[src/hdl/ocp_pkg.sv]
`default_nettype none

package ocp_pkg;

  // MCmd encoding
  // Only IDLE, WR and RD are issued by this master
  typedef enum logic [2:0] {
    IDLE = 3'b000,
    WR   = 3'b001,
    RD   = 3'b010,
    RDEX = 3'b011,
    RDL  = 3'b100,
    WRNP = 3'b101,
    WRC  = 3'b110,
    BCST = 3'b111
  } ocp_cmd_e;

  // SResp encoding
  typedef enum logic [1:0] {
    NULL = 2'b00,
    DVA  = 2'b01,
    FAIL = 2'b10,
    ERR  = 2'b11
  } ocp_resp_e;

  // MBurstSeq encoding
  // Anything but INCR keeps the address fixed
  typedef enum logic [2:0] {
    INCR  = 3'b000,
    DFLT1 = 3'b001,
    WRAP  = 3'b010,
    DFLT2 = 3'b011,
    XOR   = 3'b100,
    STRM  = 3'b101,
    UNKN  = 3'b110,
    BLCK  = 3'b111
  } ocp_burst_seq_e;

endpackage

`default_nettype wire

[src/hdl/master_cfg_pkg.sv]
`default_nettype none

package master_cfg_pkg;

  // Byte address width on OCP
  localparam int ADDR_W = 32;

  // Word width of MData and SData
  // Byte enables are one bit per byte of this
  localparam int DATA_W = 64;

  // MBurstLength width, bursts of 1 to 1023 beats
  localparam int LEN_W = 10;

endpackage

`default_nettype wire

[src/hdl/ocp_req_if.sv]
`default_nettype none

interface ocp_req_if #(
  parameter int ADDR_W = 32,
  parameter int DATA_W = 64,
  parameter int LEN_W  = 10
);

  // One OCP request beat
  ocp_pkg::ocp_cmd_e       cmd;
  logic [ADDR_W-1:0]       addr;
  logic [DATA_W-1:0]       data;
  logic [DATA_W/8-1:0]     byte_en;
  logic [LEN_W-1:0]        burst_length;
  ocp_pkg::ocp_burst_seq_e burst_seq;
  logic                    req_last;

  // Command owner, ends the burst on the last beat
  modport fsm (output cmd, input req_last);

  // Beat counting
  modport counter (output req_last);

  // Address and field registers
  modport datapath (output addr, data, byte_en, burst_length, burst_seq);

  // Pins toward the slave
  modport bus (input cmd, addr, data, byte_en, burst_length, burst_seq, req_last);

endinterface

`default_nettype wire

[src/hdl/ocp_burst_fsm.sv]
`default_nettype none

module ocp_burst_fsm (
  input  wire logic Clk,
  input  wire logic reset,
  input  wire logic read_request,
  input  wire logic write_request,
  input  wire logic cmd_accept,
  output logic      load,
  output logic      advance,
  output logic      busy,
  ocp_req_if.fsm    bus
);

  // High for the cycle after the last beat was accepted
  logic burst_tail;

  // New request only once the previous burst has fully wound down
  assign load = (bus.cmd == ocp_pkg::IDLE) && !busy && (read_request || write_request);

  // Beat handshake completes this cycle
  assign advance = (bus.cmd != ocp_pkg::IDLE) && cmd_accept;

  // Busy lingers one cycle past the return to IDLE
  assign busy = (bus.cmd != ocp_pkg::IDLE) || burst_tail;

  // State lives in MCmd itself
  always_ff @(posedge Clk) begin
    if (reset) begin
      bus.cmd <= ocp_pkg::IDLE;
    end else begin
      case (bus.cmd)
        ocp_pkg::IDLE: begin
          // Read wins when both arrive together
          if (load && read_request) begin
            bus.cmd <= ocp_pkg::RD;
          end else if (load) begin
            bus.cmd <= ocp_pkg::WR;
          end
        end
        ocp_pkg::WR, ocp_pkg::RD: begin
          if (advance && bus.req_last) begin
            bus.cmd <= ocp_pkg::IDLE;
          end
        end
        default: begin
          bus.cmd <= ocp_pkg::IDLE;
        end
      endcase
    end
  end

  always_ff @(posedge Clk) begin
    if (reset) begin
      burst_tail <= 1'b0;
    end else begin
      burst_tail <= advance && bus.req_last;
    end
  end

  // Pending beat keeps its command until the slave takes it
  a_cmd_hold: assert property (@(posedge Clk) disable iff (reset)
    (bus.cmd != ocp_pkg::IDLE && !cmd_accept) |=> $stable(bus.cmd));

endmodule

`default_nettype wire

[src/hdl/burst_counter.sv]
`default_nettype none

module burst_counter #(
  parameter int LEN_W = 10
) (
  input  wire logic             Clk,
  input  wire logic             reset,
  input  wire logic             load,
  input  wire logic             advance,
  input  wire logic [LEN_W-1:0] burst_length,
  ocp_req_if.counter            bus
);

  // Accepted beats so far in this burst
  logic [LEN_W-1:0] count;
  // Burst length captured at request time
  logic [LEN_W-1:0] len_q;

  always_ff @(posedge Clk) begin
    if (reset) begin
      count <= '0;
      len_q <= '0;
    end else if (load) begin
      count <= '0;
      len_q <= burst_length;
    end else if (advance) begin
      count <= count + 1'b1;
    end
  end

  // Final beat of the burst
  assign bus.req_last = (count == len_q - 1'b1);

  // FSM must stop issuing once the last beat goes out
  a_count_range: assert property (@(posedge Clk) disable iff (reset)
    advance |-> (count < len_q));

endmodule

`default_nettype wire

[src/hdl/req_datapath.sv]
`default_nettype none

module req_datapath #(
  parameter int ADDR_W = 32,
  parameter int DATA_W = 64,
  parameter int LEN_W  = 10
) (
  input  wire logic                    Clk,
  input  wire logic                    reset,
  input  wire logic                    load,
  input  wire logic                    advance,
  input  wire logic [ADDR_W-1:0]       address,
  input  wire logic [LEN_W-1:0]        burst_length,
  input  wire ocp_pkg::ocp_burst_seq_e burst_seq,
  input  wire logic [DATA_W/8-1:0]     valid_bytes,
  input  wire logic [DATA_W-1:0]       write_data,
  ocp_req_if.datapath                  bus
);

  // Bytes per beat, also the INCR address step
  localparam int BE_W = DATA_W / 8;

  logic [ADDR_W-1:0]       addr_q;
  logic [BE_W-1:0]         be_q;
  logic [LEN_W-1:0]        len_q;
  ocp_pkg::ocp_burst_seq_e seq_q;

  // Burst descriptor
  always_ff @(posedge Clk) begin
    if (reset) begin
      len_q <= '0;
      seq_q <= ocp_pkg::INCR;
    end else if (load) begin
      len_q <= burst_length;
      seq_q <= burst_seq;
    end
  end

  // Beat address and byte lanes
  always_ff @(posedge Clk) begin
    if (load) begin
      addr_q <= address;
      be_q   <= valid_bytes;
    end else if (advance && seq_q == ocp_pkg::INCR) begin
      // Next word, STRM and the rest hold the address
      addr_q <= addr_q + ADDR_W'(BE_W);
    end
  end

  assign bus.addr         = addr_q;
  assign bus.byte_en      = be_q;
  assign bus.burst_length = len_q;
  assign bus.burst_seq    = seq_q;

  // Bridge holds each word until beat_accept
  assign bus.data = write_data;

endmodule

`default_nettype wire

[src/hdl/resp_forward.sv]
`default_nettype none

module resp_forward #(
  parameter int DATA_W = 64
) (
  input  wire logic               Clk,
  input  wire logic               reset,
  input  wire ocp_pkg::ocp_resp_e sresp,
  input  wire logic [DATA_W-1:0]  sdata,
  input  wire logic               sresp_last,
  output logic                    resp_accept,
  output logic                    tvalid,
  output logic [DATA_W-1:0]       tdata,
  output logic                    tuser,
  output logic                    tlast,
  input  wire logic               tready,
  output logic                    resp_error
);

  // Response handshake completes this cycle
  logic take;
  // Taken response carries data for the stream
  logic fwd;

  // Room when empty or when the held beat leaves now
  assign resp_accept = !tvalid || tready;

  assign take = (sresp != ocp_pkg::NULL) && resp_accept;
  assign fwd  = take && (sresp == ocp_pkg::DVA || sresp == ocp_pkg::FAIL);

  // Holding register occupancy
  always_ff @(posedge Clk) begin
    if (reset) begin
      tvalid <= 1'b0;
    end else if (fwd) begin
      tvalid <= 1'b1;
    end else if (tready) begin
      tvalid <= 1'b0;
    end
  end

  // Held beat
  always_ff @(posedge Clk) begin
    if (fwd) begin
      tdata <= sdata;
      tuser <= (sresp == ocp_pkg::FAIL);
      tlast <= sresp_last;
    end
  end

  // ERR only raises the flag, cleared by reset alone
  always_ff @(posedge Clk) begin
    if (reset) begin
      resp_error <= 1'b0;
    end else if (take && sresp == ocp_pkg::ERR) begin
      resp_error <= 1'b1;
    end
  end

  // Stalled beat keeps its payload
  a_stream_hold: assert property (@(posedge Clk) disable iff (reset)
    (tvalid && !tready) |=> ($stable(tdata) && $stable(tuser) && $stable(tlast)));

endmodule

`default_nettype wire

[src/hdl/ocp_master.sv]
`default_nettype none

module ocp_master #(
  parameter int ADDR_W = master_cfg_pkg::ADDR_W,
  parameter int DATA_W = master_cfg_pkg::DATA_W,
  parameter int LEN_W  = master_cfg_pkg::LEN_W
) (
  input  wire logic                    Clk,
  input  wire logic                    reset,
  // Bridge side
  input  wire logic                    read_request,
  input  wire logic                    write_request,
  input  wire logic [ADDR_W-1:0]       address,
  input  wire logic [LEN_W-1:0]        burst_length,
  input  wire ocp_pkg::ocp_burst_seq_e burst_seq,
  input  wire logic [DATA_W/8-1:0]     valid_bytes,
  input  wire logic [DATA_W-1:0]       write_data,
  output logic                         busy,
  output logic                         beat_accept,
  // OCP request group
  output ocp_pkg::ocp_cmd_e            MCmd,
  output logic [ADDR_W-1:0]            MAddr,
  output logic [DATA_W-1:0]            MData,
  output logic [DATA_W/8-1:0]          MByteEn,
  output logic [LEN_W-1:0]             MBurstLength,
  output ocp_pkg::ocp_burst_seq_e      MBurstSeq,
  output logic                         MReqLast,
  input  wire logic                    SCmdAccept,
  // OCP response group
  input  wire ocp_pkg::ocp_resp_e      SResp,
  input  wire logic [DATA_W-1:0]       SData,
  input  wire logic                    SRespLast,
  output logic                         MRespAccept,
  // Response stream
  output logic                         s_axis_tvalid,
  output logic [DATA_W-1:0]            s_axis_tdata,
  output logic                         s_axis_tuser,
  output logic                         s_axis_tlast,
  input  wire logic                    s_axis_tready,
  // Sticky ERR flag
  output logic                         resp_error
);

  logic load;
  logic advance;

  ocp_req_if #(.ADDR_W(ADDR_W), .DATA_W(DATA_W), .LEN_W(LEN_W)) req_if ();

  ocp_burst_fsm i_ocp_burst_fsm (
    .Clk(Clk), .reset(reset),
    .read_request(read_request), .write_request(write_request),
    .cmd_accept(SCmdAccept),
    .load(load), .advance(advance), .busy(busy),
    .bus(req_if.fsm)
  );

  burst_counter #(.LEN_W(LEN_W)) i_burst_counter (
    .Clk(Clk), .reset(reset), .load(load), .advance(advance),
    .burst_length(burst_length), .bus(req_if.counter)
  );

  req_datapath #(.ADDR_W(ADDR_W), .DATA_W(DATA_W), .LEN_W(LEN_W)) i_req_datapath (
    .Clk(Clk), .reset(reset), .load(load), .advance(advance),
    .address(address), .burst_length(burst_length), .burst_seq(burst_seq),
    .valid_bytes(valid_bytes), .write_data(write_data),
    .bus(req_if.datapath)
  );

  resp_forward #(.DATA_W(DATA_W)) i_resp_forward (
    .Clk(Clk), .reset(reset),
    .sresp(SResp), .sdata(SData), .sresp_last(SRespLast), .resp_accept(MRespAccept),
    .tvalid(s_axis_tvalid), .tdata(s_axis_tdata), .tuser(s_axis_tuser),
    .tlast(s_axis_tlast), .tready(s_axis_tready), .resp_error(resp_error)
  );

  // Request group out to the pins
  assign MCmd         = req_if.cmd;
  assign MAddr        = req_if.addr;
  assign MData        = req_if.data;
  assign MByteEn      = req_if.byte_en;
  assign MBurstLength = req_if.burst_length;
  assign MBurstSeq    = req_if.burst_seq;
  assign MReqLast     = req_if.req_last;

  // Bridge moves to its next word
  assign beat_accept = advance;

endmodule

`default_nettype wire

[config.mk]
export PLATFORM = sky130hd
export DESIGN_NAME = ocp_master
export DESIGN_NICKNAME = d
export VERILOG_FILES = /design/src/hdl/ocp_pkg.sv /design/src/hdl/master_cfg_pkg.sv /design/src/hdl/ocp_req_if.sv /design/src/hdl/ocp_burst_fsm.sv /design/src/hdl/burst_counter.sv /design/src/hdl/req_datapath.sv /design/src/hdl/resp_forward.sv /design/src/hdl/ocp_master.sv
export SDC_FILE = /design/constraint.sdc
export NUM_CORES = 1
export LEC_CHECK = 0
export BUFFER_PORTS_ARGS = -buffer_cell sky130_fd_sc_hd__buf_2
export CAP_MARGIN = 20
export CORE_AREA = 2 2 148 150
export DETAILED_ROUTE_END_ITERATION = 10
export DIE_AREA = 0 0 150 152
export GPL_TIMING_DRIVEN = 0
export PLACE_DENSITY_LB_ADDON = 0.05
export SLEW_MARGIN = 20
export SYNTH_ARGS = -nofsm -noshare
export SYNTH_HDL_FRONTEND = slang
export SYNTH_HIERARCHICAL = 1
export SYNTH_SLANG_ARGS = --single-unit
[constraint.sdc]
create_clock -name Clk -period 5.88 [get_ports Clk]
set_clock_uncertainty 0.05 [all_clocks]
set_input_delay 1.47 -clock Clk [delete_from_list [all_inputs] [get_ports Clk]]
set_output_delay 1.47 -clock Clk [all_outputs]
set_load 0.02 [all_outputs]
==> reports/metrics.csv, run 1 <==
stage;metric;value;unit
outcome;status;finished, final reports clean;
timing;Tmin final;3.95;ns
timing;Final WS setup;1.93;ns
drt;via count;5316;
worst_setup_path;WP buf/inv;2;
drt;Detail Route Antenna Nets;0;
worst_setup_path;Max stage delay on crit path;0.47;ns
clock_tree;maximum root-to-sink buffer count;2;
place;PortBufs;316;
worst_setup_path;CP max-delay cell;dfxtp_1;
finish;Filler Cells Inserted;2118;
synthesis;dominant synthesized flop cell;edfxtp_1;
drt;WL met1;7330;µm
die;Die Y-Extent;152;µm
power;Max IR drop VDD;183;µV
worst_setup_path;Worst Path Max Fanout;5;
worst_setup_path;Crit path required time;4.36;ns
drt;routed wire length;18600;µm
place;GPL Wtd Cong;0.873;
worst_setup_path;crit path DAT;2.43;ns
die;io pins;382;
die;Total Die Area;0.0228;mm²
synthesis;sequential-to-total area share from yosys stat;60.8;%
synthesis;Avg Cell Area, Syn;12.1;µm²
finish;multi-input combinational cell area;0.00191;mm²
drt;DR DRC count;0;
synthesis;Synth top area share;49.1;%
finish;FF/Latch Area;0.00394;mm²
synthesis;most frequent cells after synthesis;edfxtp_1 (106), buf_4 (66), nor2_1 (53), dfxtp_1 (38), mux2i_1 (26);
clock_tree;CTS tree;yes;
global_routing;first-pass GRT wire length;28600;µm
clock_tree;post-cts resize count;0;
timing;Max Clk Rate;0.253;GHz
finish;P&R area growth vs syn;39.3;%
die;core area;0.0214;mm²
drt;WL met2;9460;µm
timing;Max-slew headroom;42.0;%
finish;share of layout cells above drive strength 1;49.9;%
drt;DR pass1 iterations;4;
synthesis;Cell Area, Synth;0.00649;mm²
global_routing;Total Routing Usage GR;16.1;%
place;DP Wirelength;14900;µm
finish;final std cells w/o fill;1170;
die;die span in x;150;µm
die;initial core utilization;30.4;%
drt;WL met3;1300;µm
timing;WHS;0.418;ns
clock_tree;clock latency on the worst-skew pair;0.43;ns
worst_setup_path;WS Path Type;flop to primary output;
worst_setup_path;crit-path cells;inv_1 > ha_1 > nor3b_2 > a221oi_1 > a41oi_1 > o21ai_0 > and3_1 > buf_2;
synthesis;Seq cells post-synth;144;
place;Worst Setup Slack post-DPL;1.61;ns
worst_setup_path;type of destination of the critical path;primary output;
global_routing;largest net degree at the start of global routing;67;
finish;nets@finish;1071;
drt;Wirelength per Cell;15.9;µm
synthesis;Area contributors post-synth;edfxtp_1 (49%), dfxtp_1 (12%), buf_4 (7.6%);
timing;final setup TNS;0;ns
drt;Top Layer Used;met4;
synthesis;Net Count, Synth;731;
power;P per Cell Area;425;mW/mm²
timing;RSZ-0062 raised after global routing;no;
drt;initial DRC count;297;
clock_tree;CTS Buf Count;17;
clock_tree;Hold Buf Count CTS;0;
global_routing;vias in the first global route;5168;
global_routing;initial antenna violation count;3;
timing;period utilisation layout;67.2;%
timing;final setup fails;0;
synthesis;Synth async-reset ratio;0;%
run;MaxCap Viol Count;0;
global_routing;gr ovfl total;0;
synthesis;unique cell type count in the Yosys netlist;57;
worst_setup_path;Top delay family on crit path;compound AO/OA/AOI/OAI gates;
synthesis;number of synthesized flops with an enable pin;106;
synthesis;YS warnings;6;
clock_tree;Clock Sinks;144;
die;Core Rows;54;
worst_setup_path;critical path launch point type;flop;
power;Leak;4.01;nW
clock_tree;# H-tree levels;4;
place;placed cell count;1135;
hold_path;Hold/Removal Path Class;flop to flop;
clock_tree;Clk pin slew, worst setup/hold paths;0.06;ns
synthesis;most frequent cell after synthesis;edfxtp_1;
timing;final hold vios;0;
synthesis;Mapped Cells;534;
timing;max-slew violation count;0;
clock_tree;Clock Root Buffer;clkbuf_16;
drt;routed vias/inst;4.54;
synthesis;area leader, netlist;edfxtp_1;
clock_tree;Setup Buffers After CTS;0;
timing;Worst Max-Slew Pin Slew;0.871;ns
## tightest hold or removal path, delay by kind of cell, from the launching register on
family	cells	cell delay, ns
and+or+nand+nor	1	0.07
DFF	1	0.32
AOI/OAI and AO/OA	1	0.04
## metrics by stage
stage	cell area, µm²	power [mW]	utilization [%]
2_1_floorplan	6490	2.36	-
3_3_place_gp	8420	2.81	39.4
3_5_place_dp	8460	2.84	39.6
4_1_cts	9030	3.90	42.3
5_1_grt	9040	4.07	42.3
6_report	9040	3.84	42.3
## metal layers
| metal | up-vias | global-route usage [%] |
|---|---|---|
| met4 | 0 | 7.37 |
| met3 | 32 | 3.81 |
| met1 | 2484 | 18.7 |
| met2 | 237 | 28.0 |
| li1 | 2563 | - |
| met5 | - | 0 |
## cell families after synthesis
group | Yosys count | synth area share (%)
AND/OR/NAND/NOR | 158 | 13.3
other | 1 | 0.0578
buffers and inverters | 104 | 10.0
XOR/XNOR | 28 | 3.78
multiplexers | 27 | 4.19
adder cells (fa/ha/maj) | 7 | 1.35
AO/OA/AOI/OAI | 65 | 6.48
flip-flops | 144 | 60.8
## power breakdown
group	total, mW	internal (mW)	switching, mW
sequential	1.56	1.37	0.189
combinational	1.23	0.453	0.781
clock	1.04	0.563	0.480
total	3.84	2.39	1.45
## state kept, by name, summed over array words and instances, names as in the netlist
signal / cells
i_req_datapath/bus.addr: 32
i_resp_forward/tvalid: 1
i_req_datapath/bus.burst_length: 10
i_req_datapath/bus.burst_seq: 3
i_ocp_burst_fsm/burst_tail: 1
i_resp_forward/tlast: 1
i_resp_forward/tdata: 64
i_req_datapath/bus.byte_en: 8
i_burst_counter/len_q: 10
i_burst_counter/count: 10
i_ocp_burst_fsm/bus.cmd: 2
i_resp_forward/tuser: 1
i_resp_forward/resp_error: 1
## layout by cell type (no fill, tap or decap), types with 6 or more instances in the layout
cell	Yosys	layout
nor2_1	53	52
a31oi_1	16	16
nand4_1	13	13
o31ai_1	12	12
edfxtp_1	106	106
ha_1	7	7
o21ai_0	19	19
nand2_1	25	25
inv_6	0	6
clkbuf_16	0	17
or4_1	12	12
mux2i_1	26	26
inv_1	17	17
buf_4	66	68
clkbuf_1	16	16
xor2_1	18	18
xnor2_1	10	10
nand3_1	11	11
buf_2	3	322
dfxtp_1	38	38
## worst paths after layout
path	from	end	slack, ns	cells after the start
hold reg to reg	i_resp_forward/resp_error	i_resp_forward/resp_error	0.42	2
setup reg to reg	i_ocp_burst_fsm/bus.cmd[1]	i_req_datapath/bus.addr[23]	2.61	10
setup / recovery	i_burst_counter/len_q[0]	MReqLast	1.93	8
hold / removal	i_resp_forward/resp_error	i_resp_forward/resp_error	0.42	2
## cell type report
type	count	area share, %
flip-flops and latches	144	43.6
clock inverters	15	1.56
diodes	3	0.0831
well taps	280	3.88
clock buffers	17	4.71
plain buffers	87	6.49
multi-input cells	286	21.1
inverters	17	0.706
repair buffers	321	17.8
Power figures use the tool's default switching activity.
==> run 2: changes to the inputs <==
- CORE_AREA: 2 2 148 150 -> 2 2 147 149
- DIE_AREA: 0 0 150 152 -> 0 0 149 151
- clock period: 5.88 -> 3.3 ns (I/O delays scaled with it)
==> reports/metrics.csv, run 2 (synthesized netlist as in run 1, its figures left out) <==
stage;metric;value;unit
timing;RSZ-0062 raised after global routing;yes;
power;Tot Pwr;6.80;mW
outcome;status;finished, final reports clean;
finish;P&R area growth vs syn;39.2;%
finish;Filler Cells Inserted;2055;
timing;period utilisation layout;97.1;%
worst_setup_path;crit path DAT;2.33;ns
worst_setup_path;Crit path required time;2.42;ns
timing;Max Clk Rate;0.312;GHz
clock_tree;maximum root-to-sink buffer count;2;
finish;final std cells w/o fill;1160;
timing;final hold vios;0;
place;placed cell count;1127;
clock_tree;CTS tree;yes;
timing;max-slew violation count;0;
timing;Tmin final;3.20;ns
place;GPL Wtd Cong;0.805;
global_routing;largest net degree at the start of global routing;67;
hold_path;Hold/Removal Path Class;flop to flop;
die;initial core utilization;31.2;%
die;die span in x;149;µm
clock_tree;Clock Root Buffer;clkbuf_16;
finish;nets@finish;1068;
die;Core Rows;53;
power;P per Cell Area;753;mW/mm²
worst_setup_path;type of destination of the critical path;primary output;
drt;initial DRC count;217;
die;Total Die Area;0.0225;mm²
worst_setup_path;WS Path Type;flop to primary output;
timing;Worst Max-Slew Pin Slew;0.852;ns
clock_tree;CTS Buf Count;17;
clock_tree;# H-tree levels;4;
finish;Largest Register;i_resp_forward/tdata;
drt;Wirelength per Cell;15.9;µm
timing;Max-slew headroom;43.2;%
finish;commonest cells after routing, fill and taps aside;buf_2 (319), edfxtp_1 (106), buf_4 (68);
run;MaxCap Viol Count;0;
clock_tree;Clock Sinks;144;
die;Die Y-Extent;151;µm
clock_tree;clock latency on the worst-skew pair;0.42;ns
finish;max reg flops;64;
timing;final setup fails;0;
finish;multi-input combinational cell area;0.00193;mm²
timing;WHS;0.423;ns
global_routing;Total Routing Usage GR;15.2;%
global_routing;gr ovfl total;0;
global_routing;initial antenna violation count;1;
drt;DR pass1 iterations;6;
global_routing;vias in the first global route;4898;
place;PortBufs;316;
finish;share of layout cells above drive strength 1;50.2;%
clock_tree;Clk pin slew, worst setup/hold paths;0.06;ns
die;core area;0.0208;mm²
place;DP Wirelength;14500;µm
power;Leak;4.01;nW
drt;routed wire length;18400;µm
global_routing;first-pass GRT wire length;26200;µm
die;io pins;382;
worst_setup_path;Worst Path Max Fanout;5;
power;Max IR drop VDD;297;µV
worst_setup_path;critical path launch point type;flop;
drt;via count;5262;
finish;commonest non-fill, non-tap cell in the layout;buf_2;
finish;final core utilization;43.4;%
drt;routed vias/inst;4.54;
finish;FF/Latch Area;0.00395;mm²
clock_tree;Hold Buf Count CTS;0;
drt;Detail Route Antenna Nets;0;
drt;DR DRC count;0;
==> run 2: cell types whose count changed in the layout (fill, tap and decap cells not counted), sizes merged <==
cell      delta
buf          -2
clkinvlp     -1
clkinv       +5
clkbuf       -1
inv          -4
diode        -2
==> run 2: repair_timing <==
item / in CTS / in global routing
endpoints found under the setup margin: 12 / 12
setup buffers: 0 / 1
pin swaps: 0 / 1
gates cloned: 0 / 0
gates resized for setup: 3 / 3
==> run 2: final timing paths <==
path | startpoint | to | slack [ns] | cells after the start
worst min-delay path | i_resp_forward/resp_error | i_resp_forward/resp_error | 0.42 | 2
worst min register to register | i_resp_forward/resp_error | i_resp_forward/resp_error | 0.42 | 2
worst max register to register | i_ocp_burst_fsm/bus.cmd[0] | i_req_datapath/bus.addr[9] | 0.42 | 8
worst max-delay path | i_burst_counter/len_q[0] | MReqLast | 0.1 | 8
==> run 2: worst max-delay path, stage by stage, from the launching register on <==
cell and delay, ns:
dfxtp_2 0.40, inv_1 0.06, ha_2 0.21, nor3b_4 0.17, a221oi_1 0.30, a41oi_1 0.08, o21ai_0 0.25, and3_1 0.24
buf_2 0.18
==> run 2: area by class of cell <==
class | instances | area share, %
buffer | 86 | 6.46
antenna | 1 | 0.0277
tap | 275 | 3.81
multi-input combinational | 286 | 21.4
inverter | 17 | 0.707
clock buffer | 17 | 4.71
clock inverter | 15 | 1.39
sequential | 144 | 43.7
timing repair buffer | 319 | 17.8
==> run 2: per-layer routing <==
layer	part of all wire (%)	track usage, %	up-vias
li1	-	-	2558
met4	1.4	5.62	0
met3	7.9	3.98	20
met2	51	27.0	258
met5	0	0	-
met1	39	17.8	2426
==> run 2: report_power, final <==
group | switching [mW] | internal (mW)
sequential | 0.348 | 2.45
clock | 0.815 | 0.983
combinational | 1.40 | 0.811
==> run 2: through the flow <==
stage / setup slack (ns) / TNS (ns) / area, µm²
after floorplan: 0.608 / 0 / 6510
after CTS: 0.00445 / 0 / 9020
after detailed placement: -0.289 / -4.78 / 8460
final: 0.0960 / 0 / 9030
after global placement: -0.640 / -26.19 / 8430
after global routing: -0.0229 / -0.0229 / 9030
==> run 3: changes to the inputs <==
--- a/constraint.sdc
+++ b/constraint.sdc
@@ -4,2 +4,2 @@
 set_output_delay 0.825 -clock Clk [all_outputs]
-set_load 0.02 [all_outputs]
+set_load 0.01 [all_outputs]
==> reports/metrics.csv, run 3 (synthesized netlist as in run 1, its figures left out) <==
stage;metric;value;unit
die;core area;0.0208;mm²
place;Worst Setup Slack post-DPL;-0.403;ns
power;Max IR drop VDD;320;µV
drt;Detail Route Antenna Nets;0;
finish;commonest non-fill, non-tap cell in the layout;buf_2;
hold_path;Hold/Removal Path Class;flop to flop;
global_routing;vias in the first global route;5083;
clock_tree;clock latency on the worst-skew pair;0.41;ns
place;PortBufs;316;
power;P per Cell Area;732;mW/mm²
global_routing;largest net degree at the start of global routing;67;
finish;final std cells w/o fill;1167;
power;Leak;4.04;nW
drt;initial DRC count;284;
run;MaxCap Viol Count;0;
finish;P&R area growth vs syn;40.4;%
timing;period utilisation layout;94.3;%
finish;commonest cells after routing, fill and taps aside;buf_2 (319), edfxtp_1 (106), buf_4 (72);
timing;Max Clk Rate;0.321;GHz
place;DP Wirelength;14700;µm
worst_setup_path;type of destination of the critical path;primary output;
finish;Final Cell Area;0.00911;mm²
finish;max reg flops;64;
drt;via count;5319;
place;placed cell count;1127;
worst_setup_path;Top delay family on crit path;compound AO/OA/AOI/OAI gates;
worst_setup_path;WP buf/inv;2;
die;Die Y-Extent;151;µm
finish;Largest Register;i_resp_forward/tdata;
die;Total Die Area;0.0225;mm²
finish;final core utilization;43.8;%
worst_setup_path;WS Path Type;flop to primary output;
timing;RSZ-0062 raised after global routing;no;
worst_setup_path;Max stage delay on crit path;0.41;ns
clock_tree;CTS Buf Count;17;
worst_setup_path;CP max-delay cell;a2111oi_1;
clock_tree;Clk pin slew, worst setup/hold paths;0.06;ns
drt;DR DRC count;0;
worst_setup_path;crit-path cells;inv_1 > ha_2 > xnor2_1 > a21oi_1 > o21ai_1 > a2111oi_1 > and3_1 > buf_2;
global_routing;first-pass GRT wire length;26900;µm
finish;nets@finish;1072;
worst_setup_path;critical path launch point type;flop;
global_routing;Total Routing Usage GR;15.5;%
timing;max-slew violation count;0;
timing;final hold vios;0;
clock_tree;CTS tree;yes;
timing;Tmin final;3.11;ns
global_routing;initial antenna violation count;1;
global_routing;gr ovfl total;0;
drt;routed wire length;18700;µm
drt;DR pass1 iterations;5;
timing;Final WS setup;0.188;ns
clock_tree;Clock Root Buffer;clkbuf_16;
worst_setup_path;crit path DAT;2.24;ns
clock_tree;# H-tree levels;4;
die;initial core utilization;31.2;%
timing;Worst Max-Slew Pin Slew;0.857;ns
place;GPL Wtd Cong;0.811;
die;Core Rows;53;
finish;share of layout cells above drive strength 1;50.5;%
drt;Wirelength per Cell;16.0;µm
drt;routed vias/inst;4.56;
worst_setup_path;Worst Path Max Fanout;5;
timing;final setup fails;0;
place;Post-DP Area;0.00846;mm²
clock_tree;maximum root-to-sink buffer count;2;
die;io pins;382;
worst_setup_path;Crit path required time;2.42;ns
outcome;status;finished, final reports clean;
timing;WHS;0.436;ns
die;die span in x;149;µm
timing;Max-slew headroom;42.8;%
clock_tree;Clock Sinks;144;
==> run 3: final timing paths <==
path / from / endpoint / depth (start not counted) / slack (ns)
worst max-delay path: i_burst_counter/len_q[0] / MReqLast / 8 / 0.19
worst min-delay path: i_resp_forward/resp_error / i_resp_forward/resp_error / 2 / 0.44
worst max register to register: i_ocp_burst_fsm/bus.cmd[0] / i_req_datapath/bus.addr[12] / 9 / 0.58
worst min register to register: i_resp_forward/resp_error / i_resp_forward/resp_error / 2 / 0.44
==> run 3: routing by layer <==
layer / vias up / share of wire, % / track usage [%]
li1: 2563 / - / -
met4: 0 / 1.6 / 5.81
met2: 220 / 52 / 27.6
met1: 2516 / 39 / 17.7
met5: - / 0 / 0
met3: 20 / 7.1 / 4.34
==> run 3: area by class of cell <==
type                       count  area [µm²]
buffer                        86         583
inverter                      17        63.8
sequential                   144        3950
timing repair buffer         323        1640
tap                          275         344
clock inverter                15         160
clock buffer                  17         425
fill                        2044       11700
multi-input combinational    286        1930
antenna                        4        10.0
==> run 3: power by group <==
group / total [mW] / internal, mW / switching (mW) / leakage [nW]
Clock: 1.92 / 1.08 / 0.843 / 0.284
Combinational: 1.96 / 0.836 / 1.12 / 2.42
Sequential: 2.79 / 2.45 / 0.345 / 1.34
Total: 6.67 / 4.36 / 2.31 / 4.04
==> run 3: worst min-delay path, stage by stage, from the launching register on <==
cell     delay (ns)
dfxtp_1        0.33
a31oi_1        0.05
nor2_1         0.07
==> run 3: metrics by stage <==
| stage | TNS (ns) | power, mW |
|---|---|---|
| 2_1_floorplan | 0 | 3.90 |
| 3_3_place_gp | -37.45 | 4.71 |
| 3_5_place_dp | -6.59 | 4.77 |
| 4_1_cts | 0 | 6.74 |
| 5_1_grt | 0 | 7.07 |
| 6_report | 0 | 6.67 |
==> run 3: repair_timing <==
item                                    4_1_cts  5_1_grt
endpoints found under the setup margin       21       21
pin swaps                                     0        3
cloned                                        0        0
resized for setup                             3        5
setup buffers                                 0        5
hold buffers                                  0        0
